<file path="config.mk">
export PLATFORM = sky130hd
export DESIGN_NAME = ram_wait_timer
export DESIGN_NICKNAME = d
export VERILOG_FILES = /design/src/ram_wait_timer.sv
export VERILOG_INCLUDE_DIRS = /design/src
export SDC_FILE = /design/constraint.sdc
export NUM_CORES = 1
export LEC_CHECK = 0
export ABC_AREA = 1
export BUFFER_PORTS_ARGS = -buffer_cell sky130_fd_sc_hd__buf_2
export CAP_MARGIN = 20
export CORE_AREA = 2 2 39 41
export CTS_BUF_LIST = sky130_fd_sc_hd__clkbuf_16
export DETAILED_ROUTE_END_ITERATION = 10
export DIE_AREA = 0 0 41 43
export SYNTH_ARGS = -nofsm -noshare
export SYNTH_HDL_FRONTEND = slang
export SYNTH_SLANG_ARGS = --single-unit
</file>
<file path="constraint.sdc">
create_clock -name clk -period 1.9 [get_ports clk]
set_input_delay 0.475 -clock clk [delete_from_list [all_inputs] [get_ports clk]]
set_output_delay 0.475 -clock clk [all_outputs]
set_load 0.03 [all_outputs]
</file>
<file path="src/soc_defines.svh">
`ifndef SOC_DEFINES_SVH
`define SOC_DEFINES_SVH

// widths of the data bus words as the processor sees them.
`define SOC_ADDR_W      32
`define SOC_DATA_W      32
`define SOC_BE_W        4

// field widths inside a bus address.
`define SOC_TAG_W       4
`define SOC_OFF_W       2
`define SOC_GPIO_IDX_W  2

// region tags live in the top nibble of the address.
`define SOC_TAG_RAM     4'h0
`define SOC_TAG_GPIO    4'h1

// the SRAM holds 256 words, each access stalls for SOC_RAM_WAIT cycles.
`define SOC_RAM_WORDS   256
`define SOC_RAM_IDX_W   8
`define SOC_RAM_WAIT    2
`define SOC_TMR_W       4

`define SOC_GPIO_W      32

`endif

</file>
<file path="src/ram_wait_timer.sv">
`timescale 1ns/10ps
`default_nettype none

`include "soc_defines.svh"

module ram_wait_timer (
    input  wire  clk,
    input  wire  rst_n_i,
    input  wire  start_i,
    output logic busy_o,
    output logic done_o
);

    logic [`SOC_TMR_W-1:0] count_q;

    always_ff @(posedge clk or negedge rst_n_i) begin
        if (!rst_n_i) begin
            count_q <= '0;
        end else if (busy_o) begin
            count_q <= count_q - 1'b1;
        end else if (start_i) begin
            count_q <= `SOC_TMR_W'(`SOC_RAM_WAIT);
        end
    end

    assign busy_o = (count_q != '0);

    // done marks the final wait cycle, so the access lands as busy drops.
    assign done_o = (count_q == `SOC_TMR_W'(1));

endmodule

`default_nettype wire

</file>
==> impl_results.md <==
* Status: finished, final reports clean
* Top-Level Pins at 5
* Worst setup path end: busy_o
* DRC at 0
* Top_reg_cell synth: dfrtp_1
* Final Max Tran Viols at 0
* Max-cap violation count at 0
* Period minus WS final at 1.79 ns
* Placeable core area at 1380 um2
* Share of cells above drive strength 1 at 0.378
* Post-Route WL at between 500 and 600 um
* Syn. warnings at 0
* Final Cycle Share at 0.942
* WL per Instance at a little under 10 um
* Power Dens Cells at 2170 nW/um2
* Post-Synthesis Cells at 30
* Hold_buf cts at 0
* Clock transition at path regs at ~0.030 ns
* I/O Buffers at 4
* Nets at 45
* Ant diodes at 0
* Clock Latency Late Sink at 0.22 ns
* Initial Util at 0.193
* Largest regs: count_q: 4 flops
* Synth Register Bits at 4
* Largest net degree at the start of global routing at 6
* Least-Margin Pin Slew at 0.202 ns
* GRT Total Usage at 0.101
* H-Tree Depth at 1
* Root Buffer Master: clkbuf_16
* Area growth syn-to-layout at 45.1%
* DR WL met3 at 36 um
* Top post-synthesis cells by count: nand2_1 (6), inv_1 (5), dfrtp_1 (4)
* CP arrival at 1.32 ns
* Worst R2R Setup Slack at between 0.7 and 0.8 ns
* Final hold violations at 0
* Met2 wire len at 246 um
* Fraction of registers with async set or reset after synthesis at 1.00
* Max Fclk at about 560 MHz
* DR iter-0 viols at 5
* PnR Total Power at approximately 0.84 mW
* CTS tree: done
* Pleak at roughly 0.20 nW
* Max-slew headroom at 0.865
* Met1 wire length at 215 um
* Die Area at roughly 1800 um2
* Max reg flops at 4
* Post-synth EDFFs at 0
* Post-synthesis instance area at 267 um2
* R2R cell count at 5
* CTS Sinks at 4
* Routed vias/inst at around 4
* Worst endpoint required time at about 1.4 ns
* Synth area leaders: dfrtp_1 (38%), ha_1 (14%), nand2_1 (8.5%)
* Syn_nets at 36
* Critical path class: reg -> out
* First-pass GRT wire length at 1080 um
* DPL Wire Length at 381 um
* Hold Path Class: in -> async
* Cell taking the most area after synthesis: dfrtp_1
* Routed vias at 211
* Worst-case clock buffer depth at 2
* Vias in the first global route at 246
* Gr ovfl total at 0
* Die X at a little over 40 um
* Inst Count DP at 50
* Most numerous cell in the Yosys netlist: nand2_1
* Synth Area per Inst at just under 9 um2
* Pre-antenna DRT Iters at 2
* Biggest register: count_q
* Routed Antenna Nets at 0
* Reg-to-reg critical path startpoint: count_q[0]
* Crit-path max FO at 5
* Setup Skew at 0.00241 ns
* # fillers at 140
* Yosys top cell area share at 0.376
* Post-route insts no fill at 53
* Top Metal Used: met4
* GPL Wtd Cong at 0.672
* Register area share after synthesis at 0.376
* Yosys cell types at 14
* Reg2reg end: count_q[0]
* Maximum vdd drop at ~0.53 mV
* Crit path from: count_q[0]
* Startpoint types: flop
* Chip height at between 40 and 50 um
* Num CTS Buffers at 3
* Site Rows at 14
* Setup violations, final at 0
* Initial antenna violation count at 0
* Crit end category: output pin
## worst min-delay path by stage
stage,startpoint,endpoint,slack (ns)
3_3_place_gp,rst_n_i,count_q[2],0.29
2_1_floorplan,rst_n_i,count_q[0],0.18
6_report,rst_n_i,count_q[3],0.05
5_1_grt,rst_n_i,count_q[3],0.06
4_1_cts,rst_n_i,count_q[3],0.05
3_5_place_dp,rst_n_i,count_q[3],0.29
## critical path, cell delays in order, from the launching register on
cell and delay (ns):
dfrtp_1 0.40, inv_1 0.16, ha_2 0.28, nand2_4 0.07, buf_2 0.18
## report_power, final
part           internal, mW  leakage [nW]  switching, mW  total [mW]
logic                 0.125         0.116          0.203       0.328
clock network         0.269        0.0370         0.0595       0.328
registers             0.132        0.0481         0.0502       0.182
total                 0.526         0.201          0.313       0.839
## through the flow
stage | hold slack, ns | util | worst slack [ns] | cell area, um2 | TNS, ns
finish | 0.0522 | 0.279 | 0.109 | 387 | 0
detailed placement | 0.288 | 0.222 | 0.286 | 307 | 0
global placement | 0.288 | 0.222 | 0.305 | 307 | 0
CTS | 0.0515 | 0.276 | 0.0439 | 382 | 0
floorplan | 0.179 | - | 0.0836 | 267 | 0
global route | 0.0571 | 0.279 | -0.00901 | 387 | -0.00901
## routing by layer
layer  track usage  up-vias
li1              -      109
met3        0.0628        2
met5             0        -
met4         0.100        0
met1         0.117       95
met2         0.116        5
## area by class of cell
cell class	instances	area, um2	share of cell area
inverters	6	22.5	0.0583
multi-input cells	20	146	0.379
repair buffers	4	22.5	0.0583
well taps	16	20.0	0.0518
clock buffers	3	75.1	0.194
flip-flops and latches	4	100	0.259
## placed cells by master, fill, tap and decap left out
cell type and n:
inv_1 5, dfrtp_1 4, ha_1 2, ha_2 1, clkbuf_16 3, nand2_4 1
buf_2 3, nor2_4 1, nand2_1 6, nor2_1 1, nand3_2 1, buf_4 1
nor3b_1 1, nand4_1 3, xnor2_1 1, inv_2 1, nand2_2 1, nor2_2 1
## logic make-up (layout without fill, tap and decap cells)
family                   after synthesis  count (layout)  share of synthesized area
AND/OR/NAND/NOR                       16              16                      0.366
buffers and inverters                  6              13                     0.0845
adder cells (fa/ha/maj)                3               3                      0.141
XOR/XNOR                               1               1                     0.0329
flip-flops                             4               4                      0.376
## what timing repair did
action,CTS,global route
setup buffers,0,0
endpoints found under the setup margin,0,2
gates resized for setup,0,2
(Power assumes the default switching activity.)
