[src/soc_defines.svh]
`ifndef SOC_DEFINES_SVH
`define SOC_DEFINES_SVH

// widths of the data bus words as the processor sees them.
`define SOC_ADDR_W      32
`define SOC_DATA_W      32
`define SOC_BE_W        4

// field widths inside a bus address.
`define SOC_TAG_W       4
`define SOC_OFF_W       2
`define SOC_GPIO_IDX_W  2

// region tags live in the top nibble of the address.
`define SOC_TAG_RAM     4'h0
`define SOC_TAG_GPIO    4'h1

// the SRAM holds 256 words, each access stalls for SOC_RAM_WAIT cycles.
`define SOC_RAM_WORDS   256
`define SOC_RAM_IDX_W   8
`define SOC_RAM_WAIT    2
`define SOC_TMR_W       4

`define SOC_GPIO_W      32

`endif

[src/soc_pkg.sv]
`default_nettype none

`include "soc_defines.svh"

package soc_pkg;

    typedef logic [`SOC_BE_W-1:0] byte_en_t;

    // the same address word seen by the SRAM.
    typedef struct packed {
        logic [`SOC_TAG_W-1:0]                                         tag;
        logic [`SOC_ADDR_W-`SOC_TAG_W-`SOC_RAM_IDX_W-`SOC_OFF_W-1:0]   unused;
        logic [`SOC_RAM_IDX_W-1:0]                                     idx;
        logic [`SOC_OFF_W-1:0]                                         off;
    } dbus_ram_addr_t;

    // and seen by the GPIO block.
    typedef struct packed {
        logic [`SOC_TAG_W-1:0]                                         tag;
        logic [`SOC_ADDR_W-`SOC_TAG_W-`SOC_GPIO_IDX_W-`SOC_OFF_W-1:0]  unused;
        logic [`SOC_GPIO_IDX_W-1:0]                                    idx;
        logic [`SOC_OFF_W-1:0]                                         off;
    } dbus_gpio_addr_t;

    typedef union packed {
        dbus_ram_addr_t  ram;
        dbus_gpio_addr_t gpio;
    } dbus_addr_u;

endpackage

`default_nettype wire

[src/dbus_decoder.sv]
`timescale 1ns/10ps
`default_nettype none

`include "soc_defines.svh"

module dbus_decoder (
    input  wire                       clk,
    input  wire                       rst_n_i,
    input  wire                       dbus_valid_i,
    input  wire soc_pkg::dbus_addr_u  dbus_addr_i,
    input  wire                       ram_done_i,
    input  wire  [`SOC_DATA_W-1:0]    ram_rdata_i,
    input  wire                       gpio_done_i,
    input  wire  [`SOC_DATA_W-1:0]    gpio_rdata_i,
    output logic                      ram_req_o,
    output logic                      gpio_req_o,
    output logic                      dbus_ready_o,
    output logic                      dbus_err_o,
    output logic [`SOC_DATA_W-1:0]    dbus_rdata_o
);

    logic busy_q;
    logic err_req_q;
    logic err_ack_q;
    logic accept;
    logic is_ram;
    logic is_gpio;

    assign is_ram  = (dbus_addr_i.ram.tag == `SOC_TAG_RAM);
    assign is_gpio = (dbus_addr_i.gpio.tag == `SOC_TAG_GPIO);
    assign accept  = dbus_valid_i && !busy_q;

    always_ff @(posedge clk or negedge rst_n_i) begin
        if (!rst_n_i) begin
            busy_q     <= 1'b0;
            ram_req_o  <= 1'b0;
            gpio_req_o <= 1'b0;
            err_req_q  <= 1'b0;
        end else if (dbus_ready_o) begin
            busy_q     <= 1'b0;
            ram_req_o  <= 1'b0;
            gpio_req_o <= 1'b0;
            err_req_q  <= 1'b0;
        end else if (accept) begin
            busy_q     <= 1'b1;
            ram_req_o  <= is_ram;
            gpio_req_o <= is_gpio;
            err_req_q  <= !is_ram && !is_gpio;
        end
    end

    // an unmapped access answers with the same one cycle delay as GPIO.
    always_ff @(posedge clk or negedge rst_n_i) begin
        if (!rst_n_i) begin
            err_ack_q <= 1'b0;
        end else begin
            err_ack_q <= err_req_q && !err_ack_q;
        end
    end

    assign dbus_ready_o = ram_done_i || gpio_done_i || err_ack_q;
    assign dbus_err_o   = err_ack_q;

    always_comb begin
        if (ram_done_i) begin
            dbus_rdata_o = ram_rdata_i;
        end else if (gpio_done_i) begin
            dbus_rdata_o = gpio_rdata_i;
        end else begin
            dbus_rdata_o = '0;
        end
    end

endmodule

`default_nettype wire

[config.mk]
export PLATFORM = sky130hd
export DESIGN_NAME = dbus_decoder
export DESIGN_NICKNAME = d
export VERILOG_FILES = /design/src/soc_pkg.sv /design/src/dbus_decoder.sv
export VERILOG_INCLUDE_DIRS = /design/src
export SDC_FILE = /design/constraint.sdc
export NUM_CORES = 1
export LEC_CHECK = 0
export ABC_CLOCK_PERIOD_IN_PS = 890
export BUFFER_PORTS_ARGS = -buffer_cell sky130_fd_sc_hd__buf_2
export CORE_ASPECT_RATIO = 1.1
export CORE_UTILIZATION = 19
export DETAILED_ROUTE_END_ITERATION = 8
export PLACE_DENSITY = 0.74
export SYNTH_ARGS = -nofsm -noshare
export SYNTH_HDL_FRONTEND = slang
export SYNTH_SLANG_ARGS = --single-unit
[constraint.sdc]
create_clock -name clk -period 0.89 [get_ports clk]
set_input_delay 0.0445 -clock clk [delete_from_list [all_inputs] [get_ports clk]]
set_output_delay 0.0445 -clock clk [all_outputs]
set_load 0.02 [all_outputs]
==> impl_metrics.toml <==
[global_routing]
overflow = 0
grt_pass1_wl_um = 2930
grt_max_degree = 31
use_met1_pct = 13.3
grtUsageTotal_pct = 12.7
met3_usage_pct = 1.84
top_usage_layer = "met2"
grt.met2_usage_pct = 24.6
grt_pass1_vias = 708
antenna_found_initial = 0

[worst_setup_path]
worstSetupEndpoint = "dbus_ready_o"
cp.arrival_ns = 1.10
worst-path-max-fanout = 2
critPathLaunch = "dbus_err_o"
path_depth = 2
start_kind = "register"
cp_top_family = "flip-flops"
ff2ff_setup_slack_ns = -0.22
slowest_stage = "dfrtp_2"
reg2reg_from = "dbus_err_o"
critical-path-max-stage-delay_ns = 0.39
crit_required_ns = 0.85
path_cells = "or3_4 -> buf_6"
worst_r2r_endpoint = "err_req_q"
end_kind = "output pin"
critPathKind = "register to output pin"
worst-path-buf-inv = 1
r2r.worst_path.cells = 3

[flow_run]
drv_cap = 0

[clocking]
cts_max_path_buffers = 2
cts.sinks = 5
clkSlewWorstSetupHoldPaths_ns = 0.04
htreeDepth = 1
cts_buffers = 3
clk_latency_ns = 0.23
cts_tree = "yes"
root_buffer = "clkbuf_4"

[synthesis]
ys_seq_area_share_pct = 22.9
synth_top_area_share_pct = 48.2
synth_top_cell_by_area = "a22o_1"
synth_area_leaders = "a22o_1 48%, dfrtp_1 23%, nand2_1 4.1%"
yosys_warnings = 0
syn_inst = 65
syn-num-nets = 166
postSynthAreaPerCell_um2 = 8.39
ys_ff_latch = 5
ys_types = 17
synth_area_um2 = 546

[timing]
holdWs_ns = 0.0734
tns_ns = -1.20
post-route-period-util_pct = 129
drv_slew = 0
worst_slew_pin_slew_ns = 0.266
grt_setup_unrepaired = "yes"
worst_slack_ns = -0.257
final.setup_skew_ns = 0.00220
setup_violations = 12
finalHoldViolCount = 0
max_slew_margin_pct = 82.2
fmax_mhz = 872
min_period_ns = 1.15

[finish]
diodes = 0
final_cell_mix = "74 x buf_2, 30 x a22o_1, 24 x buf_4"
layout.cells.non_filler = 218
utilization_pct = 53.6
syn2layout_area_growth_pct = 170
drive_above_1_share_pct = 70.8
final_common_cell = "buf_2"
final_nets = 287
fillers = 252

[detailed_routing]
drt_first_pass_iters = 4
ant_nets = 0
drt_iter0_drc = 12
wl_um = 3030
wl_per_cell_um = 13.9
viasPerCell = 4.72
drc = 0
dr_total_vias = 1030

[power]
power_leakage_nw = 0.822
power_density_nw_per_um2 = 895
power_mw = 1.32
vdd_drop_max_v = 0.000878

[placement]
dp_hpwl_um = 1930
gp_congestion = 0.719
port_buffers = 108
dp.cells = 207

[outcome]
outcome = "finished, violations left"
violations = "setup timing"

[floorplanning]
core_um2 = 2750
rows = 20
dieWidth_um = 53.1
pin_count = 137
die_h_um = 58.2
dieArea_um2 = 3090
initial_utilization_pct = 19.8

[worst_hold_path]
hold_class = "input port to register"
[power by group]
group	internal [mW]	total (mW)	switching [mW]
Combinational	0.453	0.827	0.374
Sequential	0.236	0.239	0.00342
Clock	0.169	0.254	0.0853
[area by class of cell]
cell class	count	area (um2)	area share, %
tap	33	41.3	2.80
sequential	5	126	8.57
multi-input combinational	52	394	26.7
clock buffer	4	26.3	1.78
timing repair buffer	124	887	60.1
[worst register-to-register path, delay by kind of cell, from the launching register on]
| family | cells | cell delay (ns) |
|---|---|---|
| flops | 1 | 0.39 |
| compound gates | 1 | 0.13 |
| buf+inv | 1 | 0.16 |
| simple gates | 1 | 0.34 |
[worst min path at each step]
| stage | start | cells after the start | end | slack [ns] |
|---|---|---|---|---|
| 6_report | dbus_valid_i | 3 | busy_q | 0.07 |
| 5_1_grt | dbus_addr_i[28] | 3 | ram_req_o | 0.08 |
| 4_1_cts | dbus_addr_i[28] | 3 | gpio_req_o | 0.06 |
| 3_5_place_dp | rst_n_i | 1 | err_req_q | -0.13 |
| 3_3_place_gp | rst_n_i | 1 | err_req_q | -0.14 |
| 2_1_floorplan | rst_n_i | 0 | busy_q | -0.25 |
[kinds of logic after synthesis]
| logic type | share of synthesized area [%] |
|---|---|
| AO/OA/AOI/OAI | 54.1 |
| buffers and inverters | 7.80 |
| flip-flops | 22.9 |
| AND/OR/NAND/NOR | 15.1 |
[flip-flops by register name (all words and copies together), names as in the netlist]
register	flops
busy_q	1
err_req_q	1
dbus_err_o	1
ram_req_o	1
gpio_req_o	1
[metrics by stage]
stage                     setup slack (ns)  instance area [um2]
after floorplan                     -0.240                  556
after global placement              -0.103                 1170
after detailed placement            -0.125                 1170
after CTS                           -0.270                 1240
after global routing                -0.277                 1480
final                               -0.257                 1480
[per-layer routing]
| layer | routed length, um | up-vias |
|---|---|---|
| li1 | - | 501 |
| met1 | 1110 | 470 |
| met2 | 1600 | 55 |
| met3 | 283 | 4 |
| met4 | 34 | 0 |
| met5 | 0 | - |
[cell usage after synthesis]
library cell,count
o21ai_0,2
clkbuf_2,1
a21oi_1,2
nand3b_1,1
dfrtp_1,5
nor2_1,3
nand2_1,6
nor3_1,1
a211oi_2,1
a22o_1,30
buf_6,1
nor2b_1,3
or3_1,1
nand2b_1,1
clkbuf_1,3
buf_2,3
nand3_1,1
[timing repair]
action,in CTS,in global routing
setup endpoints to repair,7,36
cloned,0,3
gates resized for setup,6,54
setup buffers,2,1
pin swaps,0,2
endpoints found under the hold margin,5,0
hold buffers,1,0
No activity file was read; power rests on OpenSTA's default activity.
