File: src/soc_defines.svh
`ifndef SOC_DEFINES_SVH
`define SOC_DEFINES_SVH

// widths of the data bus words as the processor sees them.
`define SOC_ADDR_W      32
`define SOC_DATA_W      32
`define SOC_BE_W        4

// field widths inside a bus address.
`define SOC_TAG_W       4
`define SOC_OFF_W       2
`define SOC_GPIO_IDX_W  2

// region tags live in the top nibble of the address.
`define SOC_TAG_RAM     4'h0
`define SOC_TAG_GPIO    4'h1

// the SRAM holds 256 words, each access stalls for SOC_RAM_WAIT cycles.
`define SOC_RAM_WORDS   256
`define SOC_RAM_IDX_W   8
`define SOC_RAM_WAIT    2
`define SOC_TMR_W       4

`define SOC_GPIO_W      32

`endif

File: src/soc_pkg.sv
`default_nettype none

`include "soc_defines.svh"

package soc_pkg;

    typedef logic [`SOC_BE_W-1:0] byte_en_t;

    // the same address word seen by the SRAM.
    typedef struct packed {
        logic [`SOC_TAG_W-1:0]                                         tag;
        logic [`SOC_ADDR_W-`SOC_TAG_W-`SOC_RAM_IDX_W-`SOC_OFF_W-1:0]   unused;
        logic [`SOC_RAM_IDX_W-1:0]                                     idx;
        logic [`SOC_OFF_W-1:0]                                         off;
    } dbus_ram_addr_t;

    // and seen by the GPIO block.
    typedef struct packed {
        logic [`SOC_TAG_W-1:0]                                         tag;
        logic [`SOC_ADDR_W-`SOC_TAG_W-`SOC_GPIO_IDX_W-`SOC_OFF_W-1:0]  unused;
        logic [`SOC_GPIO_IDX_W-1:0]                                    idx;
        logic [`SOC_OFF_W-1:0]                                         off;
    } dbus_gpio_addr_t;

    typedef union packed {
        dbus_ram_addr_t  ram;
        dbus_gpio_addr_t gpio;
    } dbus_addr_u;

endpackage

`default_nettype wire

File: src/bytes_conv.sv
`timescale 1ns/10ps
`default_nettype none

`include "soc_defines.svh"

module bytes_conv (
    input  wire                        clk,
    input  wire                        rst_n_i,
    input  wire                        ram_req_i,
    input  wire soc_pkg::dbus_addr_u   addr_i,
    input  wire soc_pkg::byte_en_t     be_i,
    input  wire                        we_i,
    input  wire  [`SOC_DATA_W-1:0]     wdata_i,
    input  wire                        tmr_done_i,
    input  wire  [`SOC_DATA_W-1:0]     sram_rdata_i,
    output logic                       tmr_start_o,
    output logic                       sram_en_o,
    output logic                       sram_we_o,
    output logic [`SOC_RAM_IDX_W-1:0]  sram_idx_o,
    output logic [`SOC_DATA_W-1:0]     sram_wdata_o,
    output logic                       ram_done_o,
    output logic [`SOC_DATA_W-1:0]     ram_rdata_o
);

    localparam logic [2:0] IDLE  = 3'd0;
    localparam logic [2:0] READ  = 3'd1;
    localparam logic [2:0] MERGE = 3'd2;
    localparam logic [2:0] WRITE = 3'd3;
    localparam logic [2:0] DONE  = 3'd4;

    logic [2:0]             state_q;
    logic [2:0]             state_d;
    logic [`SOC_DATA_W-1:0] wbuf_q;
    logic [`SOC_DATA_W-1:0] merged;
    logic                   full_word;

    assign full_word = (be_i == '1);

    always_comb begin
        state_d = state_q;
        case (state_q)
            IDLE: begin
                if (ram_req_i) begin
                    state_d = (we_i && full_word) ? WRITE : READ;
                end
            end
            READ: begin
                // a partial write goes on to merge once the old word is back.
                if (tmr_done_i) begin
                    state_d = we_i ? MERGE : DONE;
                end
            end
            MERGE:   state_d = WRITE;
            WRITE: begin
                if (tmr_done_i) begin
                    state_d = DONE;
                end
            end
            DONE:    state_d = IDLE;
            default: state_d = IDLE;
        endcase
    end

    always_ff @(posedge clk or negedge rst_n_i) begin
        if (!rst_n_i) begin
            state_q <= IDLE;
        end else begin
            state_q <= state_d;
        end
    end

    always_comb begin
        for (int i = 0; i < `SOC_BE_W; i++) begin
            merged[8*i +: 8] = be_i[i] ? wdata_i[8*i +: 8] : sram_rdata_i[8*i +: 8];
        end
    end

    always_ff @(posedge clk) begin
        if (state_q == IDLE && ram_req_i) begin
            wbuf_q <= wdata_i;
        end else if (state_q == MERGE) begin
            wbuf_q <= merged;
        end
    end

    // the SRAM is touched only in the last cycle of each timed access.
    assign tmr_start_o  = (state_q == IDLE && ram_req_i) || (state_q == MERGE);
    assign sram_en_o    = ((state_q == READ) || (state_q == WRITE)) && tmr_done_i;
    assign sram_we_o    = sram_en_o && (state_q == WRITE);
    assign sram_idx_o   = addr_i.ram.idx;
    assign sram_wdata_o = wbuf_q;
    assign ram_done_o   = (state_q == DONE);
    assign ram_rdata_o  = sram_rdata_i;

endmodule

`default_nettype wire

File: config.mk
export PLATFORM = sky130hd
export DESIGN_NAME = bytes_conv
export DESIGN_NICKNAME = d
export VERILOG_FILES = /design/src/soc_pkg.sv /design/src/bytes_conv.sv
export VERILOG_INCLUDE_DIRS = /design/src
export SDC_FILE = /design/constraint.sdc
export NUM_CORES = 1
export LEC_CHECK = 0
export ABC_AREA = 1
export BUFFER_PORTS_ARGS = -buffer_cell sky130_fd_sc_hd__clkbuf_2
export CORE_MARGIN = 8
export CORE_UTILIZATION = 33
export CTS_CLUSTER_SIZE = 28
export DETAILED_ROUTE_END_ITERATION = 12
export PLACE_DENSITY = 0.79
export SLEW_MARGIN = 20
export SYNTH_ARGS = -nofsm -noshare
export SYNTH_HDL_FRONTEND = slang
export SYNTH_SLANG_ARGS = --single-unit
File: constraint.sdc
create_clock -name clk -period 1.6 [get_ports clk]
set_input_delay 0.08 -clock clk [delete_from_list [all_inputs] [get_ports clk]]
set_output_delay 0.08 -clock clk [all_outputs]
set_load 0.1 [all_outputs]
==> impl_metrics.toml <==
[layout]
nFillCells = 587
mostFrequentLayoutCell = "clkbuf_2"
drive_gt1_share_pct = 52.6
areaGrowthSynthToFinish_pct = 37.4
num_antenna_cells = 0
seq_area_sq_um = 1040
fin_nets = 430
mostFrequentLayoutCells = "clkbuf_2, nand2_1, nand3_1, edfxtp_1, buf_4"
multi_input_area_sq_um = 561
post_layout_nonfiller_instances = 400

[cts]
cts.sinks = 35
cts_max_path_buffers = 2
root_buffer = "clkbuf_8"
cts_tree = "done"
insertion_delay_ns = 0.28
ctsHtreeMaxLevel = 2
path_clk_slew_ns = 0.06
cts_buffers = 5

[routing]
drt_iter0_drc = 68
vias = 1754
firstDrtPassIters = 4
drc = 0
routedWlPerCell_um = 13.9
viasPerCell = 4.39
wl_um = 5570
final_antenna_net_count = 0

[sta]
hold_viol = 0
timing.fmax_mhz = 664
slew_headroom_pct = 62.5
tightest_slew_ns = 0.565
period_minus_slack_ns = 1.51
timing.final.ws_setup_ns = 0.0941
setup_violations = 0
maxSlewViolCount = 0
rsz0062_at_grt = "false"
skew_ns = 0.00271
period_share_pct = 94.1
hold_slack_ns = 0.0657

[place]
gp_congestion = 0.758
place_inst = 386
place_ws_ns = 0.127
dp_hpwl_um = 4570
port-buffer-count = 140

[synth]
synth_compound_area_share_pct = 0.516
synth_cells = 210
synth-adder-area-share_pct = 0
muxShareOfSynthArea_pct = 0
post_synth_and_or_nand_nor_area_fraction_pct = 27.4
synth.top_cell.area_share_pct = 49.6
ys_top_cells_by_area = "edfxtp_1, buf_4, nand2_1"
yosysSeqAreaShare_pct = 53.5
ys_ff_latch = 35
synthesis.area_sq_um = 1940
synth_top_area_cell = "edfxtp_1"
synthesis.nets = 315
ys_warn_count = 0
synth_xor_area_share_pct = 0
ys_types = 14
synth_area_per_cell_sq_um = 9.23
synth_top_family_by_area = "simple AND/OR/NAND/NOR gates"

[power_and_ir_drop]
leakage_nw = 1.43
cellPowerDensity_nw_per_um2 = 2180
ir_drop_v = 0.00120
report.power.total_w = 0.00580

[global_routing]
grt_util_all_layers_pct = 12.3
grt_overflow = 0
grt_pass1_vias = 1833
grt_max_degree = 19
grt_pass1_wl_um = 8630
antenna_found_initial = 0

[setup_path]
worst_ep_arrival_time_ns = 1.43
crit_start = "state_q[1]"
r2r-start = "state_q[1]"
crit_path_start_kind = "flop"
required_ns = 1.52
path_max_fanout = 6
critPathKind = "reg2out"
cp-end-kind = "output pin"

[floorplan]
fp.dieH_um = 92.6
die_area_sq_um = 8580
die_w_um = 92.6
rows = 28
core_sq_um = 5780
initial_core_util_pct = 33.5
num_io_pins = 181

[run_status]
outcome = "completed"

[min_path]
min_from = "wdata_i[1]"
hold_class = "in2reg"

[run]
cap_violations = 0
==> cells by family (layout without fill, tap and decap cells) <==
logic type             Yosys count  count (layout)
and+or+nand+nor                120             120
DFF                             35              35
buffers and inverters           53             168
AOI/OAI and AO/OA                2               2
==> area by class of cell <==
cell class | instances | area share [%]
clock inverter | 2 | 0.329
inverter | 10 | 1.55
tap | 75 | 3.52
multi-input combinational | 122 | 21.1
clock buffer | 5 | 2.58
sequential | 35 | 39.0
timing repair buffer | 151 | 32.0
==> worst max-delay path: stages, from the launching register on <==
cell and delay, ns:
dfrtp_2 0.47, o21ai_4 0.20, clkinvlp_4 0.16, buf_12 0.16, buf_16 0.16
==> timing repair <==
item	CTS	global route
resized for setup	1	3
endpoints found under the hold margin	3	0
hold buffers	1	0
setup endpoints to repair	1	1
pin swaps	0	2
buffers inserted	0	6
==> metrics by stage <==
stage / utilization, % / cell area (sq um) / setup TNS, ns
detailed placement: 43.5 / 2510 / 0
global route: 46.1 / 2660 / 0
finish: 46.1 / 2660 / 0
global placement: 43.5 / 2510 / 0
floorplan: - / 1950 / -11.23
CTS: 45.0 / 2600 / 0
==> path summary, 6_finish.rpt <==
path / end / slack [ns] / depth (start not counted)
min: sram_wdata_o[1] / 0.07 / 3
max in group asynchronous: state_q[0] / 1.36 / 2
min in group asynchronous: state_q[1] / 0.12 / 2
max: tmr_start_o / 0.09 / 4
min reg2reg: state_q[1] / 0.62 / 3
max reg2reg: sram_wdata_o[7] / 0.16 / 6
==> state kept, by name, indices dropped and copies added, names as in the netlist <==
name,flops
sram_wdata_o,32
state_q,3
==> cells in the mapped netlist <==
master    number
nand2_1       74
buf_4         43
nand3_1       33
edfxtp_1      32
inv_1          7
nand2_2        4
nor2_1         4
dfrtp_1        3
inv_2          3
nand3b_1       2
o21ai_0        2
nand3_4        1
nor2_4         1
nor3_1         1
==> power by group <==
| part | internal [W] | switching [W] |
|---|---|---|
| registers | 0.00140 | 0.000119 |
| clock network | 0.000289 | 0.000286 |
| logic | 0.000686 | 0.00302 |
| total | 0.00238 | 0.00342 |
==> per-layer routing <==
metal | wire [um] | part of all wire [%] | up-vias | global-route usage, %
met1 | 1960 | 35 | 789 | 11.9
met2 | 3040 | 55 | 64 | 23.0
met3 | 469 | 8.4 | 14 | 4.37
li1 | - | - | 887 | -
met4 | 101 | 1.8 | 0 | 4.97
met5 | 0 | 0 | - | 0
Note: power is estimated with default switching activity, not from simulation.
