### config.mk
export PLATFORM = sky130hd
export DESIGN_NAME = gpio_regs
export DESIGN_NICKNAME = d
export VERILOG_FILES = /design/src/soc_pkg.sv /design/src/gpio_regs.sv
export VERILOG_INCLUDE_DIRS = /design/src
export SDC_FILE = /design/constraint.sdc
export NUM_CORES = 1
export LEC_CHECK = 0
export ABC_CLOCK_PERIOD_IN_PS = 2500
export BUFFER_PORTS_ARGS = -buffer_cell sky130_fd_sc_hd__buf_2
export CAP_MARGIN = 20
export CORE_MARGIN = 4
export CORE_UTILIZATION = 51
export DETAILED_ROUTE_END_ITERATION = 10
export PLACE_DENSITY = 0.83
export SETUP_SLACK_MARGIN = 0.15
export SLEW_MARGIN = 20
export SYNTH_ARGS = -nofsm -noshare
export SYNTH_HDL_FRONTEND = slang
export SYNTH_SLANG_ARGS = --single-unit
### constraint.sdc
create_clock -name clk -period 2.5 [get_ports clk]
set_input_delay 0 -clock clk [delete_from_list [all_inputs] [get_ports clk]]
set_output_delay 0 -clock clk [all_outputs]
set_load 0.02 [all_outputs]
### src/soc_defines.svh
`ifndef SOC_DEFINES_SVH
`define SOC_DEFINES_SVH

// widths of the data bus words as the processor sees them.
`define SOC_ADDR_W      32
`define SOC_DATA_W      32
`define SOC_BE_W        4

// field widths inside a bus address.
`define SOC_TAG_W       4
`define SOC_OFF_W       2
`define SOC_GPIO_IDX_W  2

// region tags live in the top nibble of the address.
`define SOC_TAG_RAM     4'h0
`define SOC_TAG_GPIO    4'h1

// the SRAM holds 256 words, each access stalls for SOC_RAM_WAIT cycles.
`define SOC_RAM_WORDS   256
`define SOC_RAM_IDX_W   8
`define SOC_RAM_WAIT    2
`define SOC_TMR_W       4

`define SOC_GPIO_W      32

`endif

### src/soc_pkg.sv
`default_nettype none

`include "soc_defines.svh"

package soc_pkg;

    typedef logic [`SOC_BE_W-1:0] byte_en_t;

    // the same address word seen by the SRAM.
    typedef struct packed {
        logic [`SOC_TAG_W-1:0]                                         tag;
        logic [`SOC_ADDR_W-`SOC_TAG_W-`SOC_RAM_IDX_W-`SOC_OFF_W-1:0]   unused;
        logic [`SOC_RAM_IDX_W-1:0]                                     idx;
        logic [`SOC_OFF_W-1:0]                                         off;
    } dbus_ram_addr_t;

    // and seen by the GPIO block.
    typedef struct packed {
        logic [`SOC_TAG_W-1:0]                                         tag;
        logic [`SOC_ADDR_W-`SOC_TAG_W-`SOC_GPIO_IDX_W-`SOC_OFF_W-1:0]  unused;
        logic [`SOC_GPIO_IDX_W-1:0]                                    idx;
        logic [`SOC_OFF_W-1:0]                                         off;
    } dbus_gpio_addr_t;

    typedef union packed {
        dbus_ram_addr_t  ram;
        dbus_gpio_addr_t gpio;
    } dbus_addr_u;

endpackage

`default_nettype wire

### src/gpio_regs.sv
`timescale 1ns/10ps
`default_nettype none

`include "soc_defines.svh"

module gpio_regs (
    input  wire                        clk,
    input  wire                        rst_n_i,
    input  wire                        req_i,
    input  wire soc_pkg::dbus_addr_u   addr_i,
    input  wire soc_pkg::byte_en_t     be_i,
    input  wire                        we_i,
    input  wire  [`SOC_DATA_W-1:0]     wdata_i,
    input  wire  [`SOC_GPIO_W-1:0]     gpio_i,
    output logic                       done_o,
    output logic [`SOC_DATA_W-1:0]     rdata_o,
    output logic [`SOC_GPIO_W-1:0]     gpio_o
);

    logic [`SOC_GPIO_W-1:0] out_q;
    logic [`SOC_GPIO_W-1:0] in_meta_q;
    logic [`SOC_GPIO_W-1:0] in_sync_q;
    logic                   wr_en;

    // the write happens once, in the first cycle of the request.
    assign wr_en = req_i && !done_o && we_i;

    always_ff @(posedge clk or negedge rst_n_i) begin
        if (!rst_n_i) begin
            done_o <= 1'b0;
        end else begin
            done_o <= req_i && !done_o;
        end
    end

    always_ff @(posedge clk or negedge rst_n_i) begin
        if (!rst_n_i) begin
            out_q <= '0;
        end else if (wr_en) begin
            case (addr_i.gpio.idx)
                2'd0: begin
                    for (int i = 0; i < `SOC_BE_W; i++) begin
                        if (be_i[i]) begin
                            out_q[8*i +: 8] <= wdata_i[8*i +: 8];
                        end
                    end
                end
                2'd2:    out_q <= out_q | wdata_i;
                2'd3:    out_q <= out_q & ~wdata_i;
                default: out_q <= out_q;
            endcase
        end
    end

    always_ff @(posedge clk or negedge rst_n_i) begin
        if (!rst_n_i) begin
            in_meta_q <= '0;
            in_sync_q <= '0;
        end else begin
            in_meta_q <= gpio_i;
            in_sync_q <= in_meta_q;
        end
    end

    assign rdata_o = (addr_i.gpio.idx == 2'd1) ? in_sync_q : out_q;
    assign gpio_o  = out_q;

endmodule

`default_nettype wire

==> results of run 1 <==
metal layers:
layer / part of all wire (%) / up-vias
met2: 52 / 143
met5: 0 / -
met1: 39 / 1637
met4: 2.4 / 0
li1: - / 1506
met3: 6.3 / 26
worst reg2reg max path, cell delays in order, from the launching register on:
cell      delay, ps
dfrtp_1         430
nand3b_1        550
nor4_1          530
nor3_2           70
synth_stat cells, types with 2 or more instances:
cell type,instances
and3_1,15
buf_4,6
o21a_1,2
nor3_1,13
mux2_2,20
nand2_1,12
nand3b_1,5
clkbuf_1,6
a41oi_1,16
nor3_2,2
nor4_1,15
o2111ai_1,16
nand2b_1,2
buf_2,11
mux2_1,12
o221ai_1,12
inv_1,16
o211ai_1,4
dfrtp_1,97
nor2b_1,3
logic make-up after synthesis:
kind of cell    synth area share (%)
flops                           62.7
simple gates                    11.6
compound gates                  11.2
buf+inv                         5.20
mux                             9.31
registers in the layout (all words and copies together) (netlist names):
signal	cells
gpio_o	32
done_o	1
in_sync_q	32
in_meta_q	32
through the flow:
stage	utilization [%]	area, sq um
after floorplan	-	3870
after global placement	63.0	4620
after detailed placement	63.0	4620
after CTS	74.5	5460
after global routing	74.5	5460
final	74.5	5460
placed cells by master, fill, tap and decap left out:
| cell type | instances |
|---|---|
| mux2_1 | 12 |
| and3_1 | 15 |
| a21oi_1 | 1 |
| nand2_1 | 12 |
| nand3_1 | 1 |
| dlygate4sd3_1 | 66 |
| dfrtp_1 | 97 |
| diode_2 | 1 |
| nor3_2 | 2 |
| nand2b_1 | 2 |
| buf_4 | 7 |
| mux2_2 | 20 |
| o2111ai_1 | 16 |
| and3b_1 | 1 |
| clkbuf_8 | 9 |
| or2_0 | 1 |
| clkinv_4 | 1 |
| o221ai_1 | 12 |
| nor2_1 | 1 |
| nor3_1 | 13 |
| inv_8 | 2 |
| inv_6 | 3 |
| nand3b_1 | 5 |
| or2_1 | 1 |
| nor2b_1 | 3 |
| or4b_1 | 1 |
| inv_1 | 16 |
| buf_2 | 137 |
| buf_12 | 1 |
| o211ai_1 | 4 |
| o21a_1 | 2 |
| and4b_1 | 1 |
| inv_2 | 1 |
| nor4_1 | 15 |
| a41oi_1 | 16 |
| nor2_4 | 1 |
where the power goes:
| group | internal [uW] | total (uW) | switching, uW |
|---|---|---|---|
| Clock | 383 | 955 | 572 |
| Sequential | 1740 | 1880 | 141 |
| Combinational | 462 | 1110 | 647 |
layout make-up:
cell class | count | area share [%]
Antenna cell | 1 | 0.0458
Tap cell | 99 | 2.27
Timing Repair Buffer | 211 | 26.0
Multi-Input combinational cell | 158 | 22.8
Sequential cell | 97 | 44.4
Clock inverter | 6 | 1.05
Clock buffer | 9 | 2.27
Inverter | 17 | 1.17
worst max-delay path by stage:
stage | startpoint | cells after the start | to
4_1_cts | done_o | 3 | gpio_o[6]
6_report | done_o | 3 | gpio_o[6]
2_1_floorplan | done_o | 4 | gpio_o[5]
3_5_place_dp | done_o | 3 | gpio_o[6]
3_3_place_gp | done_o | 3 | gpio_o[5]
5_1_grt | done_o | 3 | gpio_o[5]
==> impl_metrics.yaml, run 1 <==
clocking:
  cts_setup_buffers: 0
  clockRootBuffer: "clkbuf_8"
  cts_tree: "built"
  clkTransAtPathRegs_ps: 100
  cts_buffer_depth: 2
  htree_levels: 3
  hold_buffers: 66
  cts_made_buffers: 9
  postCtsResizedCells: 0
  clk_latency_ps: 360
  cts.sinks: 97
logic_synthesis:
  synth-seq-cells: 97
  synth.area.top_cells: "dfrtp_1, mux2_2, a41oi_1"
  yosys.area.top_type: "dfrtp_1"
  synth_cells: 297
  synth_edf_count: 0
  synth_cell_types: 32
  synth_top_area_share_pct: 62.7
  synth.avg_cell_area_sq_um: 13.0
  syn_nets: 401
  ys_warn_count: 0
  synth-main-ff-cell: "dfrtp_1"
  async_reset_ff_share_pct: 100
  yosysSeqAreaShare_pct: 62.7
  synth_area_sq_mm: 0.00387
floorplan:
  die_height_um: 95.1
  fp.dieW_um: 95.1
  fp-row-count: 31
  initial_core_util_pct: 52.8
  dieArea_sq_mm: 0.00905
  coreArea_sq_mm: 0.00733
  io_pins: 169
worst_setup_path:
  worstPathRequired_ps: 2740
  cp_max_fo: 16
  reg2reg_slack_ps: 810
  path_buf_inv: 0
  cp-start-kind: "flop"
  slowest_stage: "nand3b_1"
  cp.arrival_ps: 1930
  path_cells: "nand3b_1 > nor4_1 > nor3_2"
  endpoint_kind: "flop"
  path_delay_family: "simple AND/OR/NAND/NOR gates"
  critPathKind: "flop to flop"
  timing.rr.end: "gpio_o[6]"
  rr_startpoint: "done_o"
  r2r_cells: 3
  max_stage_delay_ps: 550
run:
  maxCapViolations: 0
finish:
  fillCellCount: 463
  final_cells: 598
  drive_gt1_share_pct: 36.9
  syn_to_final_growth_pct: 41.0
  fin_nets: 598
  regArea_sq_mm: 0.00243
  multi_input_area_sq_mm: 0.00124
global_routing:
  grt_pass1_wl_um: 17200
  use_met3_pct: 5.92
  globalRouteMet2Util_pct: 43.3
  use_met1_pct: 30.1
  grt_pass1_vias: 3516
  grt_usage_pct: 25.2
  grt_max_degree: 52
  overflow: 0
  busiest_layer: "met2"
  antenna_found_initial: 0
run_status:
  status: "complete, no violations"
sta:
  tightest_slew_ps: 669
  post-route-min-period_ps: 1690
  rsz0062_at_grt: "no"
  relSlewSlack_pct: 55.3
  finalMaxSlewViolations: 0
  whs_ps: 62.7
  period_share_pct: 67.4
  fmax_mhz: 593
  setup_viol: 0
  finalHoldViolCount: 0
  tns_ps: 0
  layout_setup_ws_ps: 815
  skew_ps: 8.78
routing:
  vias: 3312
  drt_iter0_markers: 149
  drc: 0
  wl_per_cell_um: 18.2
  totalWireLength_um: 10900
  viasPerCell: 5.54
  ant_nets: 0
  drt_first_pass_iters: 4
place:
  gp_congestion: 0.809
  pre_cts_slack_ps: 881
  numPlacedInstances: 516
  hpwl_um: 6640
  portBuffers: 138
pwr:
  p_leak_uw: 0.00254
  pwr_density_cell_mw_per_mm2: 722
  peakVddDrop_mv: 0.524
  finalPower_uw: 3950
hold_path:
  min_to: "gpio_o[23]"
  hold_class: "input pin to flop"
  min_path_cells: 3
  min-delay-start: "be_i[2]"
No activity file was read; power rests on OpenSTA's default activity.
==> inputs of run 2 (changes only) <==
- ABC_CLOCK_PERIOD_IN_PS: 2500 -> 1700
- CORE_UTILIZATION: 51 -> 47
- PLACE_DENSITY: 0.83 -> 0.77
- clock period: 2.5 -> 1.7 ns (I/O delays scaled with it)
==> run 2 against run 1 <==
Flip-flop and latch count unchanged. Global-route usage decreased by 3.8 points. Design area increased by 1.6%. Clock skew fell by 2.2 ps. Wire length is 5.8% lower.
==> impl_metrics.yaml, run 2 (synthesis gave the netlist of run 1 again) <==
floorplan:
  fp.dieW_um: 98.8
  coreArea_sq_mm: 0.00789
  die_height_um: 98.8
  io_pins: 169
  fp-row-count: 32
  dieArea_sq_mm: 0.00976
  initial_core_util_pct: 49.1
finish:
  syn_to_final_growth_pct: 43.3
  layout_commonest_cell: "buf_2"
  final_cell_area_sq_mm: 0.00555
  antenna_cells: 0
  drive_gt1_share_pct: 37.4
  fin_util_pct: 70.4
  final_cells: 602
  fin_nets: 601
  mostFrequentLayoutCells: "buf_2, dfrtp_1, dlygate4sd3_1"
clocking:
  cts.sinks: 97
  htree_levels: 3
  clkTransAtPathRegs_ps: 90
  clockRootBuffer: "clkbuf_8"
  cts_setup_buffers: 0
  cts_made_buffers: 9
  clk_latency_ps: 340
  cts_buffer_depth: 2
  cts_tree: "built"
worst_setup_path:
  critPathKind: "flop to flop"
  path_delay_family: "simple AND/OR/NAND/NOR gates"
  path_cells: "and4b_1 > and3_1 > nor3_1"
  slowest_stage: "and4b_1"
  worstPathRequired_ps: 1920
  path_buf_inv: 0
  cp.arrival_ps: 1640
  max_stage_delay_ps: 570
  cp-start-kind: "flop"
  endpoint_kind: "flop"
  cp_max_fo: 15
routing:
  totalWireLength_um: 10200
  ant_nets: 0
  vias: 3265
  drt_first_pass_iters: 5
  viasPerCell: 5.42
  drc: 0
  drt_iter0_markers: 245
  wl_per_cell_um: 17.0
sta:
  finalHoldViolCount: 0
  setup_viol: 0
  tightest_slew_ps: 530
  relSlewSlack_pct: 64.7
  tns_ps: 0
  post-route-min-period_ps: 1420
  rsz0062_at_grt: "no"
  whs_ps: 64.7
  fmax_mhz: 705
  period_share_pct: 83.5
  skew_ps: 6.57
  finalMaxSlewViolations: 0
place:
  dpl_cell_area_sq_mm: 0.00466
  hpwl_um: 6590
  numPlacedInstances: 522
  gp_congestion: 0.761
  portBuffers: 138
pwr:
  pwr_density_cell_mw_per_mm2: 1100
  peakVddDrop_mv: 0.674
  p_leak_uw: 0.00258
global_routing:
  grt_pass1_wl_um: 16800
  grt_max_degree: 98
  grt_pass1_vias: 3440
  overflow: 0
  antenna_found_initial: 0
  grt_usage_pct: 21.3
run:
  maxCapViolations: 0
run_status:
  status: "complete, no violations"
hold_path:
  hold_class: "input pin to flop"
==> run 2: stage by stage <==
stage / power, uW / setup WS [ps]
after CTS: 6170 / 214
after floorplan: 3680 / 306
after global routing: 6430 / 184
after detailed placement: 4300 / 236
final: 6120 / 281
after global placement: 4260 / 297
==> run 2: cell type report <==
cell class | count | area (sq um)
flip-flops and latches | 97 | 2430
multi-input cells | 158 | 1250
well taps | 102 | 128
repair buffers | 214 | 1450
fillers | 561 | 2340
clock buffers | 11 | 141
inverters | 17 | 63.8
clock inverters | 3 | 90.1
==> run 2: final timing paths <==
check,startpoint,endpoint,slack [ps],depth (start not counted)
worst max-delay path,done_o,gpio_o[4],280,3
worst min-delay path,be_i[2],gpio_o[21],60,3
worst max register to register,done_o,gpio_o[4],280,3
worst min register to register,in_meta_q[19],in_sync_q[19],350,0
max in group asynchronous,rst_n_i,gpio_o[31],1040,3
min in group asynchronous,rst_n_i,in_sync_q[21],210,3
==> run 2: tightest hold or removal path: stages <==
cell and delay, ps:
buf_2 180, o2111ai_1 120, o221ai_1 70
==> run 2: per-layer routing <==
metal	global-route usage (%)	share of wire (%)	up-vias
met3	2.97	5.6	37
met5	0	0	-
met4	11.6	4.0	0
li1	-	-	1518
met1	27.2	40	1566
met2	35.2	50	144
==> run 2: power breakdown <==
| part | leakage, uW | total [uW] | internal (uW) | switching [uW] |
|---|---|---|---|---|
| clock | 0.000115 | 1740 | 1000 | 737 |
| combinational | 0.00135 | 1630 | 687 | 940 |
| sequential | 0.00112 | 2750 | 2560 | 194 |
| total | 0.00258 | 6120 | 4250 | 1870 |
==> run 2: repair_timing <==
action / 4_1_cts / 5_1_grt
hold buffers: 66 / 0
resized for setup: 0 / 2
hold endpoints to repair: 162 / 0
setup endpoints to repair: 0 / 10
